===== src/rtl/dwc_settings.svh =====
`ifndef DWC_SETTINGS_SVH
`define DWC_SETTINGS_SVH

////////////////////////////////////////
// Bus widths
////////////////////////////////////////

// Byte address on both sides
`define DWC_ADDR_W 32

// Transaction id, passed through untouched
`define DWC_ID_W 4

////////////////////////////////////////
// Converter sizing
////////////////////////////////////////

// Command FIFO entries
`define DWC_CMD_FIFO_DEPTH 4

// Size codes, 2 is 4 bytes and 3 is 8 bytes
`define DWC_SLV_SIZE_MAX 2
`define DWC_MST_SIZE_MAX 3

// Total slave beats minus one
`define DWC_TOTAL_W 11

`endif


===== src/rtl/dwc_pkg.sv =====
`default_nettype none

`include "dwc_settings.svh"

package dwc_pkg;

  ////////////////////////////////////////
  // Master side write command
  ////////////////////////////////////////

  typedef struct packed {
    // Transaction id
    logic [`DWC_ID_W-1:0]   id;
    // Start byte address, may be unaligned
    logic [`DWC_ADDR_W-1:0] addr;
    // Beats minus one
    logic [7:0]             len;
    // Bytes per beat as a power of two
    logic [2:0]             size;
  } wr_cmd_t;

  ////////////////////////////////////////
  // Values decoded in the holding register
  ////////////////////////////////////////

  typedef struct packed {
    // Address aligned down to the master size
    logic [`DWC_ADDR_W-1:0] aligned_addr;
    // Size clamped to the slave width
    logic [2:0]             slv_size;
    // Slave beats over the whole command, minus one
    logic [`DWC_TOTAL_W-1:0] total_m1;
    // Slave beats per master beat as a power of two
    logic [1:0]             ratio_shift;
  } wr_dec_t;

endpackage

`default_nettype wire


===== src/rtl/dwc_hold_if.sv =====
`timescale 1ns/1ns
`default_nettype none

interface dwc_hold_if;

  // Entry present in the holding register
  logic               hold_valid;
  // Raw command as popped from the FIFO
  dwc_pkg::wr_cmd_t   cmd;
  // Registered decode of that command
  dwc_pkg::wr_dec_t   dec;
  // Splitter consumes the entry this cycle
  logic               take;

  // Holding register side
  modport src (output hold_valid, output cmd, output dec, input take);

  // Splitter side
  modport dst (input hold_valid, input cmd, input dec, output take);

endinterface

`default_nettype wire


===== src/rtl/dwc_burst_splitter.sv =====
`timescale 1ns/1ns
`default_nettype none

`include "dwc_settings.svh"

module dwc_burst_splitter (
  input  wire                    ACLK,
  input  wire                    sysReset,
  dwc_hold_if.dst                hold,
  output logic                   slv_valid,
  input  wire                    slv_ready,
  output logic [`DWC_ID_W-1:0]   slv_id,
  output logic [`DWC_ADDR_W-1:0] slv_addr,
  output logic [7:0]             slv_len,
  output logic [2:0]             slv_size
);

  localparam int AW = `DWC_ADDR_W;
  // Beat counts, one bit above the minus-one width
  localparam int CW = `DWC_TOTAL_W + 1;

  logic [CW-1:0] beats_left;
  logic [CW-1:0] src_beats;
  logic [CW-1:0] nxt_left;
  logic [7:0]    nxt_len;
  logic [AW-1:0] nxt_addr;
  logic          xfer;
  logic          last_chunk;

  // Chunk length minus one, capped at 256 beats
  function automatic logic [7:0] chunk_m1(input logic [CW-1:0] beats);
    logic [7:0] res;
    if (beats > CW'(256)) begin
      res = 8'hFF;
    end else begin
      res = 8'(beats - CW'(1));
    end
    return res;
  endfunction

  ////////////////////////////////////////
  // Chunk control
  ////////////////////////////////////////

  assign xfer       = slv_valid && slv_ready;
  // No beats left behind the chunk on the bus
  assign last_chunk = (beats_left == '0);

  // Take only when idle or the last chunk leaves now
  assign hold.take = hold.hold_valid && (!slv_valid || (xfer && last_chunk));

  always_comb begin
    // New entry or the rest of the current one
    if (hold.take) begin
      src_beats = CW'(hold.dec.total_m1) + CW'(1);
    end else begin
      src_beats = beats_left;
    end
    nxt_len  = chunk_m1(src_beats);
    nxt_left = src_beats - (CW'(nxt_len) + CW'(1));
    // Step past the chunk just sent
    nxt_addr = slv_addr + ((AW'(slv_len) + AW'(1)) << slv_size);
  end

  always_ff @(posedge ACLK or negedge sysReset) begin
    if (!sysReset) begin
      slv_valid  <= 1'b0;
      beats_left <= '0;
    end else if (hold.take) begin
      slv_valid  <= 1'b1;
      beats_left <= nxt_left;
    end else if (xfer && !last_chunk) begin
      beats_left <= nxt_left;
    end else if (xfer) begin
      // Last chunk gone and nothing waiting
      slv_valid  <= 1'b0;
    end
  end

  ////////////////////////////////////////
  // Slave command fields
  ////////////////////////////////////////

  // Held stable until the transfer
  always_ff @(posedge ACLK) begin
    if (hold.take) begin
      slv_id   <= hold.cmd.id;
      slv_addr <= hold.dec.aligned_addr;
      slv_len  <= nxt_len;
      slv_size <= hold.dec.slv_size;
    end else if (xfer && !last_chunk) begin
      slv_addr <= nxt_addr;
      slv_len  <= nxt_len;
    end
  end

endmodule

`default_nettype wire


===== src/rtl/dwc_cmd_fifo.sv =====
`timescale 1ns/1ns
`default_nettype none

module dwc_cmd_fifo #(
  parameter type payload_t = logic [7:0],
  parameter int  DEPTH     = 4
) (
  input  wire      ACLK,
  input  wire      sysReset,
  input  wire      wr_en,
  input  payload_t wr_data,
  output logic     full,
  input  wire      rd_en,
  output payload_t rd_data,
  output logic     empty
);

  // Pointer and occupancy widths
  localparam int PW = (DEPTH > 1) ? $clog2(DEPTH) : 1;
  localparam int CW = $clog2(DEPTH + 1);

  payload_t        mem [DEPTH];
  logic [PW-1:0]   wr_ptr;
  logic [PW-1:0]   rd_ptr;
  logic [CW-1:0]   count;
  logic            do_push;
  logic            do_pop;

  // Pop frees a slot, so a full FIFO still takes a push
  assign do_pop  = rd_en && !empty;
  assign do_push = wr_en && (!full || do_pop);

  assign full  = (count == CW'(DEPTH));
  assign empty = (count == '0);

  // Head entry shown without a register stage
  assign rd_data = mem[rd_ptr];

  // Storage array
  always_ff @(posedge ACLK) begin
    if (do_push) begin
      mem[wr_ptr] <= wr_data;
    end
  end

  // Pointers and count
  always_ff @(posedge ACLK or negedge sysReset) begin
    if (!sysReset) begin
      wr_ptr <= '0;
      rd_ptr <= '0;
      count  <= '0;
    end else begin
      if (do_push) begin
        // Wrap for any depth, not only powers of two
        wr_ptr <= (wr_ptr == PW'(DEPTH - 1)) ? '0 : wr_ptr + 1'b1;
      end
      if (do_pop) begin
        rd_ptr <= (rd_ptr == PW'(DEPTH - 1)) ? '0 : rd_ptr + 1'b1;
      end
      case ({do_push, do_pop})
        2'b10:   count <= count + 1'b1;
        2'b01:   count <= count - 1'b1;
        default: count <= count;
      endcase
    end
  end

endmodule

`default_nettype wire


===== src/rtl/dwc_downconv_top.sv =====
`timescale 1ns/1ns
`default_nettype none

`include "dwc_settings.svh"

module dwc_downconv_top (
  input  wire                    ACLK,
  input  wire                    sysReset,
  // Master side command
  input  wire                    cmd_valid,
  output logic                   cmd_ready,
  input  wire  [`DWC_ID_W-1:0]   cmd_id,
  input  wire  [`DWC_ADDR_W-1:0] cmd_addr,
  input  wire  [7:0]             cmd_len,
  input  wire  [2:0]             cmd_size,
  // Slave side command
  output logic                   slv_valid,
  input  wire                    slv_ready,
  output logic [`DWC_ID_W-1:0]   slv_id,
  output logic [`DWC_ADDR_W-1:0] slv_addr,
  output logic [7:0]             slv_len,
  output logic [2:0]             slv_size
);

  dwc_pkg::wr_cmd_t in_cmd;
  dwc_pkg::wr_cmd_t head_data;
  logic             fifo_full;
  logic             fifo_empty;
  logic             fifo_rd_en;

  // Pack the command fields
  assign in_cmd.id   = cmd_id;
  assign in_cmd.addr = cmd_addr;
  assign in_cmd.len  = cmd_len;
  assign in_cmd.size = cmd_size;

  assign cmd_ready = !fifo_full;

  // Input stage
  dwc_cmd_fifo #(
    .payload_t (dwc_pkg::wr_cmd_t),
    .DEPTH     (`DWC_CMD_FIFO_DEPTH)
  ) u_cmd_fifo (
    .ACLK     (ACLK),
    .sysReset (sysReset),
    .wr_en    (cmd_valid && cmd_ready),
    .wr_data  (in_cmd),
    .full     (fifo_full),
    .rd_en    (fifo_rd_en),
    .rd_data  (head_data),
    .empty    (fifo_empty)
  );

  dwc_hold_if hold_bus ();

  // Holding register with decode
  dwc_hold_reg u_hold_reg (
    .ACLK       (ACLK),
    .sysReset   (sysReset),
    .head_data  (head_data),
    .fifo_empty (fifo_empty),
    .fifo_rd_en (fifo_rd_en),
    .hold       (hold_bus.src)
  );

  // Splitter and output stage
  dwc_burst_splitter u_splitter (
    .ACLK      (ACLK),
    .sysReset  (sysReset),
    .hold      (hold_bus.dst),
    .slv_valid (slv_valid),
    .slv_ready (slv_ready),
    .slv_id    (slv_id),
    .slv_addr  (slv_addr),
    .slv_len   (slv_len),
    .slv_size  (slv_size)
  );

endmodule

`default_nettype wire


===== src/rtl/dwc_hold_reg.sv =====
`timescale 1ns/1ns
`default_nettype none

`include "dwc_settings.svh"

module dwc_hold_reg (
  input  wire              ACLK,
  input  wire              sysReset,
  input  dwc_pkg::wr_cmd_t head_data,
  input  wire              fifo_empty,
  output logic             fifo_rd_en,
  dwc_hold_if.src          hold
);

  localparam int AW = `DWC_ADDR_W;
  localparam int TW = `DWC_TOTAL_W;

  logic             pass_data;
  logic             valid_q;
  dwc_pkg::wr_dec_t dec_next;

  ////////////////////////////////////////
  // Hold control
  ////////////////////////////////////////

  // Load when FIFO has data and the slot is free or leaving now
  assign pass_data  = !fifo_empty && (!valid_q || hold.take);

  // Loading the register pops the FIFO head
  assign fifo_rd_en = pass_data;

  always_ff @(posedge ACLK or negedge sysReset) begin
    if (!sysReset) begin
      valid_q <= 1'b0;
    end else if (pass_data) begin
      valid_q <= 1'b1;
    end else if (hold.take) begin
      valid_q <= 1'b0;
    end
  end

  assign hold.hold_valid = valid_q;

  ////////////////////////////////////////
  // Pre-decode of the FIFO head
  ////////////////////////////////////////

  always_comb begin
    // Narrow sizes pass, wider ones clamp to the slave bus
    if (head_data.size > 3'(`DWC_SLV_SIZE_MAX)) begin
      dec_next.slv_size = 3'(`DWC_SLV_SIZE_MAX);
    end else begin
      dec_next.slv_size = head_data.size;
    end

    // Slave beats per master beat
    dec_next.ratio_shift = 2'(head_data.size - dec_next.slv_size);

    // Drop low address bits below the master size
    dec_next.aligned_addr = head_data.addr & ~((AW'(1) << head_data.size) - AW'(1));

    // Master beats scaled by the ratio, kept as count minus one
    dec_next.total_m1 = ((TW'(head_data.len) + TW'(1)) << dec_next.ratio_shift) - TW'(1);
  end

  ////////////////////////////////////////
  // Payload registers
  ////////////////////////////////////////

  // Splitter sees only flopped values
  always_ff @(posedge ACLK) begin
    if (pass_data) begin
      hold.cmd <= head_data;
      hold.dec <= dec_next;
    end
  end

endmodule

`default_nettype wire


===== config.mk =====
export PLATFORM = sky130hd
export DESIGN_NAME = dwc_downconv_top
export DESIGN_NICKNAME = d
export VERILOG_FILES = /design/src/rtl/dwc_pkg.sv /design/src/rtl/dwc_hold_if.sv /design/src/rtl/dwc_burst_splitter.sv /design/src/rtl/dwc_cmd_fifo.sv /design/src/rtl/dwc_downconv_top.sv /design/src/rtl/dwc_hold_reg.sv
export VERILOG_INCLUDE_DIRS = /design/src /design/src/rtl
export SDC_FILE = /design/constraint.sdc
export NUM_CORES = 1
export LEC_CHECK = 0
export ABC_CLOCK_PERIOD_IN_PS = 5100
export BUFFER_PORTS_ARGS = -buffer_cell sky130_fd_sc_hd__buf_2
export CAP_MARGIN = 10
export CORE_UTILIZATION = 40
export DETAILED_ROUTE_END_ITERATION = 12
export GPL_TIMING_DRIVEN = 0
export SLEW_MARGIN = 20
export SYNTH_ARGS = -nofsm -noshare
export SYNTH_HDL_FRONTEND = slang
export SYNTH_SLANG_ARGS = --single-unit

===== constraint.sdc =====
create_clock -name ACLK -period 5.1 [get_ports ACLK]
set_clock_uncertainty 0.2 [all_clocks]
set_input_delay 0.51 -clock ACLK [delete_from_list [all_inputs] [get_ports ACLK]]
set_output_delay 0.51 -clock ACLK [all_outputs]
set_load 0.01 [all_outputs]

# Yosys cells after proc, flatten, opt, wreduce, memory -nomap -nowiden

Memory sizes are Yosys's and may differ from the RTL's.
Cells that the tools add are included.

Add/subtract/negate cells: 14
Magnitude comparators: 2
Eq/ne operators: 6
Shifts and indexed selects: 3
Multiplexer cells: 19
Bitwise operators: 2
Reduce and logical (&&, ||, !) cells: 23

Operators with widths:

| cell                                                           | number |
|---|---|
| two-way mux 32 bit                                             | 2 |
| two-way mux 12 bit                                             | 3 |
| adder 32 bit                                                   | 1 |
| AND 32 bit                                                     | 1 |
| NOT 32 bit                                                     | 1 |
| left shift 1 x 3 -> 32 bit, first input constant               | 1 |
| left shift 32 x 3 -> 32 bit                                    | 1 |
| subtractor 32 x 1 -> 32 bit, second input constant             | 1 |
| adder 8 x 1 -> 9 bit, second input constant                    | 3 |
| two-way mux 8 bit                                              | 3 |
| adder 11 x 1 -> 12 bit, second input constant                  | 1 |
| greater-than comparator 12 x 9 -> 1 bit, second input constant | 1 |
| logical NOT 12 bit                                             | 1 |
| subtractor 12 x 9 -> 12 bit                                    | 1 |
| left shift 11 x 2 -> 11 bit                                    | 1 |
| subtractor 11 x 1 -> 11 bit, second input constant             | 1 |
| logical AND 1 bit                                              | 8 |
| nonzero test 2 bit                                             | 4 |
| subtractor 8 x 1 -> 8 bit, second input constant               | 1 |
| two-way mux 1 bit                                              | 7 |
| == test 2 bit, second input constant                           | 3 |
| one-hot mux 3 bit (2 select lines)                             | 1 |
| logical NOT 1 bit                                              | 5 |
| adder 2 x 1 -> 2 bit, second input constant                    | 2 |
| 12 further kinds                                               | 15 |

Register bits after elaboration: 118
RAM bits: 188
Word-level logic and storage cells: 84
Memories: 1

Memory list:

| name           | depth | bits a word | rd ports | clocked after memory_dff | write ports | RTL line           | RTL |
|---|---|---|---|---|---|---|---|
| u_cmd_fifo.mem | 4     | 47          | 1        | 0                        | 1           | dwc_cmd_fifo.sv:22 | `payload_t mem [DEPTH];` |

# Depth between registers and ports, before layout

Depth in word-level cells: 11
Mapped depth: 19

# Cells and area by module

Synthesis repeated with hierarchy kept, for this count alone.

Cell total of the unflattened synthesis: 1,209
Area total of the unflattened synthesis: 16,678.5 µm²

By module, submodules not included:

| module             | instances | cells an instance | area an instance (µm²) |
|---|---|---|---|
| dwc_cmd_fifo       | 1         | 294               | 7,305.8 |
| dwc_burst_splitter | 1         | 630               | 5,313.8 |
| dwc_hold_reg       | 1         | 283               | 4,048.9 |
| dwc_downconv_top   | 1         | 2                 | 10.0 |

# Worst setup path before layout

Ideal clock, no wire load.

Path kind: reg-to-reg
Start point: register u_splitter.beats_left[3]
End point: register u_cmd_fifo.count[2]
Setup time: 0.079 ns
Data arrival time: 5.349 ns
Required time: 4.821 ns
Slack: -0.528 ns
Stages on the path, launching flop included: 10
Path buffers: 0
Clock period less this slack: 5.628 ns
Cells stage by stage: dfrtp_1 > or4_1 > o41a_1 > a21oi_1 > ha_1 > inv_1 > fa_1 > xor2_1 > nor2_1 > xor2_1

Cells in the longest elaborated chain, start to end: 11

RTL lines:

| item                                                                     | RTL line                 | RTL |
|---|---|---|
| start, declared                                                          | dwc_burst_splitter.sv:22 | `logic [CW-1:0] beats_left;` |
| start signal, assigned                                                   | dwc_burst_splitter.sv:71 | `beats_left <= nxt_left;` |
| start signal, assigned                                                   | dwc_burst_splitter.sv:73 | `beats_left <= nxt_left;` |
| logical NOT 12 bit *                                                     | dwc_burst_splitter.sv:47 | `assign last_chunk = (beats_left == '0);` |
| logical AND 1 bit *                                                      | dwc_burst_splitter.sv:50 | `assign hold.take = hold.hold_valid && (!slv_valid \|\| (xfer && last_chunk));` |
| logical OR 1 bit *                                                       | dwc_burst_splitter.sv:50 |  |
| logical AND 1 bit *                                                      | dwc_burst_splitter.sv:50 |  |
| logical OR 1 bit *                                                       | dwc_hold_reg.sv:27       | `assign pass_data = !fifo_empty && (!valid_q \|\| hold.take);` |
| logical AND 1 bit *                                                      | dwc_hold_reg.sv:27       |  |
| named net fifo_rd_en                                                     | dwc_downconv_top.sv:29   | `logic fifo_rd_en;` |
| logical AND 1 bit *                                                      | dwc_cmd_fifo.sv:30       | `assign do_pop = rd_en && !empty;` |
| logical OR 1 bit                                                         | dwc_cmd_fifo.sv:31       | `assign do_push = wr_en && (!full \|\| do_pop);` |
| logical AND 1 bit                                                        | dwc_cmd_fifo.sv:31       |  |
| == test 2 x 1 -> 1 bit or == test 2 bit (tied branches)                  | dwc_cmd_fifo.sv:60       | `case ({do_push, do_pop})` |
| one-hot mux 3 bit (2 select lines) or nonzero test 2 bit (tied branches) | --                       |  |
| end signal, assigned                                                     | dwc_cmd_fifo.sv:61       | `2'b10: count <= count + 1'b1;` |
| end signal, assigned                                                     | dwc_cmd_fifo.sv:62       | `2'b01: count <= count - 1'b1;` |
| end signal, assigned                                                     | dwc_cmd_fifo.sv:63       | `default: count <= count;` |
| end, declared                                                            | dwc_cmd_fifo.sv:25       | `logic [CW-1:0] count;` |

Mark *: on every way through the listed nets, which the timed path passes. The rest lies on a longest branch.
A chain may end at the register's enable or synchronous reset.

# Final worst setup path

Start point: register u_splitter.slv_len[0]
End point: register u_splitter.slv_addr[28], data pin

Cells in the longest elaborated chain, start to end: 5

RTL lines:

| item                        | RTL line                 | RTL |
|---|---|---|
| start, declared             | dwc_burst_splitter.sv:14 | `output logic [7:0] slv_len,` |
| start signal, assigned      | dwc_burst_splitter.sv:89 | `slv_len <= nxt_len;` |
| start signal, assigned      | dwc_burst_splitter.sv:93 | `slv_len <= nxt_len;` |
| adder 8 x 1 -> 9 bit        | dwc_burst_splitter.sv:62 | `nxt_addr = slv_addr + ((AW'(slv_len) + AW'(1)) << slv_size);` |
| left shift 32 x 3 -> 32 bit | dwc_burst_splitter.sv:62 |  |
| adder 32 bit                | dwc_burst_splitter.sv:62 |  |
| two-way mux 32 bit          | dwc_burst_splitter.sv:91 | `end else if (xfer && !last_chunk) begin` |
| two-way mux 32 bit          | dwc_burst_splitter.sv:86 | `if (hold.take) begin` |
| end signal, assigned        | dwc_burst_splitter.sv:88 | `slv_addr <= hold.dec.aligned_addr;` |
| end signal, assigned        | dwc_burst_splitter.sv:92 | `slv_addr <= nxt_addr;` |
| end, declared               | dwc_burst_splitter.sv:13 | `` output logic [`DWC_ADDR_W-1:0] slv_addr, `` |

Every way passes these cells. The select of a mux whose other input is x is not followed.

==> impl_summary.md <==
Run status
The flow ran to the end, and the final reports show no timing, DRC or antenna violations.

Clock network
The longest clock path from root to sink contains 3 buffers. The CTS tree is yes. TritonCTS created 31 clock buffers. The clock latency on the worst-skew pair is between 0.5 and 0.6 ns. In this run the clock root is driven by a sky130_fd_sc_hd__clkbuf_16. Clock-pin slew was measured on the worst setup and hold paths at 0.06 ns.

The clock drives 306 sinks. CTS built an H-tree with a depth of 1.

Floorplanning
The die width is 195 um. The total die area is 37900 sq um. The die is 195 um tall. The starting utilization of the core area is 0.406. The cell row count is 70. The area of the placeable core is roughly 37000 sq um. 100 I/O pins were placed.

Logic synthesis
Yosys printed 0 warnings. The fraction of synthesized cell area taken by the top area cell type is 0.576. The net count after synthesis is 1207. The adder-cell share of the synthesized area is 0.0305.

Synthesis produced a netlist whose cell count is 1121. Measured against the total synthesized area, the mux share comes to 0.0889. In the post-synthesis netlist, the biggest area contributors are sky130_fd_sc_hd__edfxtp_1 (58%), sky130_fd_sc_hd__mux4_2 (7.1%), sky130_fd_sc_hd__dfrtp_1 (3.5%). Of the total synthesized cell area, the portion taken by AND, OR, NAND and NOR gates is 0.114. Of the total synthesized cell area, the portion taken by XOR and XNOR cells is 0.0283. By area, the combinational part of the netlist is dominated by simple AND/OR/NAND/NOR gates. The largest total area in the synthesized netlist belongs to sky130_fd_sc_hd__edfxtp_1.

The fraction of synthesis flops using an asynchronous set or reset pin is 0.0686. The synthesized design contains 285 enable-type register cells. The share of the Yosys chip area taken by registers is 0.611. The post-synthesis sequential element count is between 300 and 400. A synthesized cell averages 13.3 sq um. The complex-gate fraction of the synthesized area is 0.103. By count the netlist is led by sky130_fd_sc_hd__edfxtp_1 (285), sky130_fd_sc_hd__nand2_1 (99), sky130_fd_sc_hd__nor2_1 (77). By instance count, the leading cell after synthesis is sky130_fd_sc_hd__edfxtp_1. The number of different library cells used by synthesis comes to 88. In the synthesized netlist the dominant register cell turns out to be sky130_fd_sc_hd__edfxtp_1.

The cell area that synthesis handed to floorplanning was about 15000 sq um.

Drt
The wire length per cell after detailed routing is 18.0 um. For this block, the routed nets add up to 32500 um of wire. The via count is between 9000 and 10000. The routed via count divided by cell count is 5.31. The count of nets left with antenna violations once routing finished came out at 0.

The count of unresolved DRC violations after routing is 0. For this block, the initial DRC count from the detailed router was 658. The pre-antenna-repair detailed-routing pass consisted of 5 iterations.

Worst setup path
The startpoint type of the worst setup path is a flop. The slack of the worst reg-to-reg path is around 0.22 ns. The startpoint of the lowest-slack register-to-register path is u_splitter.slv_len[0].

The startpoint-to-endpoint class of the critical path is reg2reg. The worst setup path is captured at a flop. Data on the critical path arrives at its endpoint at 4.99 ns. The top fanout value on the critical path is 10.

The critical path data required time is 5.20 ns. The count of cells along the worst register-to-register path is 17. In this run the critical register-to-register path is captured at u_splitter.slv_addr[28].

Placed design
The count of input and output buffers is roughly 100. The area of placed instances is 16100 sq um. The post-DP HPWL is 23300 um. Routability-driven placement finished with a final weighted congestion of 0.852.

Power and ir drop
For this design the total switching power over the nets is 3.35 mW. The power share of the sequential group is 0.376. Of the total power, the share spent switching nets is 0.346. The share of total power dissipated in the clock network is 0.226. The worst-case IR drop observed on VDD is around 0.27 mV. The share of total power dissipated in combinational logic is 0.399.

In this run the static leakage power is 6.22 nW. For this design the ratio of total power to cell area is 549 nW/um^2. Internal power comes to 6.33 mW.

Hold path
The worst hold path cell count is 3. The startpoint identified for the worst hold timing path is cmd_valid. For hold timing, the worst endpoint is u_cmd_fifo.wr_ptr[0]. The worst hold path belongs to the class in2reg.

Final layout
The area of all placed cells without fillers is 17600 sq um. The number of fill cells is 3265. Of the cells placed in the final design, the portion with a size suffix greater than 1 is 0.199. The relative area change from synthesis to final layout is 18.6%. The final-stage net count is 1393.

For this run, the share of the core covered by cells in the final layout is 0.482.

STA
The slew of the pin with the lowest slew margin is 1.01 ns. The total count of hold-check failures in the final report is 0. The setup-violating endpoint count in the final report is 0. The worst pin sits at a relative slew slack of 0.318. The top achievable clock speed is 205 MHz. The final cycle utilization of the critical path is 0.958.

For the finished layout, the period the worst path requires is 4.88 ns. Setup repair after global routing could not meet its margin everywhere. The count of final max-slew check failures came to 0.

GRT
The total global routing track utilization is 0.171. The via count of the first global-routing pass was 9392. The number of antenna violations at the first check in global routing is 4. Entering global routing, the biggest net connects 31 pins.

Global routing finished with a remaining overflow of 0. The global-route wire length before repair is between 50000 and 60000 um.

Run
The count of maximum capacitance violations is 0.
-- worst max path at each step --
stage          slack (ns)                      from                         to
6_report             0.22     u_splitter.slv_len[0]    u_splitter.slv_addr[28]
5_1_grt             -0.09  u_splitter.beats_left[3]  u_splitter.beats_left[11]
4_1_cts              0.02     u_splitter.slv_len[2]    u_splitter.slv_addr[15]
3_5_place_dp        -0.28  u_splitter.beats_left[3]  u_splitter.beats_left[11]
3_3_place_gp        -0.30  u_splitter.beats_left[3]  u_splitter.beats_left[11]
2_1_floorplan        0.46  u_splitter.beats_left[1]  u_splitter.beats_left[11]
-- per-stage QoR --
stage / std cells / setup slack [ns] / hold slack, ns / TNS [ns] / total power [mW]
after detailed placement: 1695 / -0.275 / 0.206 / -1.16 / 7.49
after global routing: 1800 / -0.0900 / 0.195 / -0.0900 / 10.3
after CTS: 1798 / 0.0172 / 0.152 / 0 / 9.75
after floorplan: 1121 / 0.463 / 0.0144 / 0 / 6.47
final: 1801 / 0.216 / 0.172 / 0 / 9.68
after global placement: 1688 / -0.303 / 0.203 / -0.997 / 7.41
-- logic make-up (layout without fill, tap and decap cells) --
logic type,count (synthesis),after routing
AOI/OAI and AO/OA,231,231
DFF,306,306
xor gates and xnor gates,48,48
muxes,72,72
buffers and inverters,88,297
adders and majority gates,35,35
other,1,4
and+or+nand+nor,340,340
-- timing repair --
| action | CTS | global route |
|---|---|---|
| pin swaps | 1 | 0 |
| hold buffers | 48 | 0 |
| gates resized for setup | 4 | 11 |
| hold endpoints to repair | 209 | 0 |
| setup endpoints to repair | 11 | 19 |
| buffers inserted | 1 | 1 |
-- state kept, by name (all words and copies together), names as in the netlist --
signal	flops
u_splitter.slv_len	8
u_cmd_fifo.count	3
u_cmd_fifo.mem	188
u_cmd_fifo.rd_ptr	2
u_splitter.slv_valid	1
u_hold_reg.hold.cmd	4
u_hold_reg.hold.dec	46
u_splitter.slv_addr	32
u_hold_reg.hold.hold_valid	1
u_splitter.beats_left	12
u_splitter.slv_size	3
u_cmd_fifo.wr_ptr	2
u_splitter.slv_id	4
-- critical path, cell delays in order, from the launching register on --
cell and delay, ns:
sky130_fd_sc_hd__edfxtp_1 0.50, sky130_fd_sc_hd__and2_1 0.21, sky130_fd_sc_hd__clkbuf_1 0.19, sky130_fd_sc_hd__and2_1 0.22, sky130_fd_sc_hd__a22o_1 0.18, sky130_fd_sc_hd__a22oi_1 0.24, sky130_fd_sc_hd__mux2i_1 0.16, sky130_fd_sc_hd__o21ai_0 0.26
sky130_fd_sc_hd__ha_1 0.31, sky130_fd_sc_hd__or2_2 0.30, sky130_fd_sc_hd__a21oi_1 0.25, sky130_fd_sc_hd__a211oi_2 0.10, sky130_fd_sc_hd__nor4b_2 0.33, sky130_fd_sc_hd__o31ai_2 0.17, sky130_fd_sc_hd__a31oi_2 0.34, sky130_fd_sc_hd__buf_2 0.29
sky130_fd_sc_hd__mux2i_1 0.10, sky130_fd_sc_hd__a211o_1 0.28
-- cell type report --
type	count	area, sq um	area share
Inverter	39	148	0.00837
Buffer	46	205	0.0116
Clock inverter	22	193	0.0109
Clock buffer	34	787	0.0446
Tap cell	468	586	0.0332
Antenna cell	3	7.51	0.000426
Sequential cell	306	9080	0.515
Timing Repair Buffer	156	1130	0.0643
Multi-Input combinational cell	727	5490	0.311
-- metal layers --
layer	vias up	track usage	routed length, um
met5	-	0	13
li1	4667	-	-
met4	2	0.0420	624
met1	4643	0.243	15400
met3	49	0.0252	1440
met2	206	0.279	15000
-- power groups by stage --
stage               Clock [mW]  Combinational, mW  Sequential (mW)
finish                    2.18               3.86             3.64
floorplan                    0               2.80             3.66
CTS                       2.24               3.87             3.64
global route              2.34               4.27             3.68
detailed placement           0               3.81             3.69
global placement             0               3.70             3.71
-- layout by cell type (no fill, tap or decap), types with 31 or more instances in the layout --
cell,n
sky130_fd_sc_hd__buf_2,105
sky130_fd_sc_hd__dlygate4sd3_1,48
sky130_fd_sc_hd__nor2_1,77
sky130_fd_sc_hd__ha_1,31
sky130_fd_sc_hd__edfxtp_1,285
sky130_fd_sc_hd__clkbuf_16,31
sky130_fd_sc_hd__inv_1,36
sky130_fd_sc_hd__xnor2_1,34
sky130_fd_sc_hd__a21oi_1,55
sky130_fd_sc_hd__nand2_1,99
sky130_fd_sc_hd__mux4_2,47
sky130_fd_sc_hd__o21ai_0,59
No activity file was read; power rests on OpenSTA's default activity.
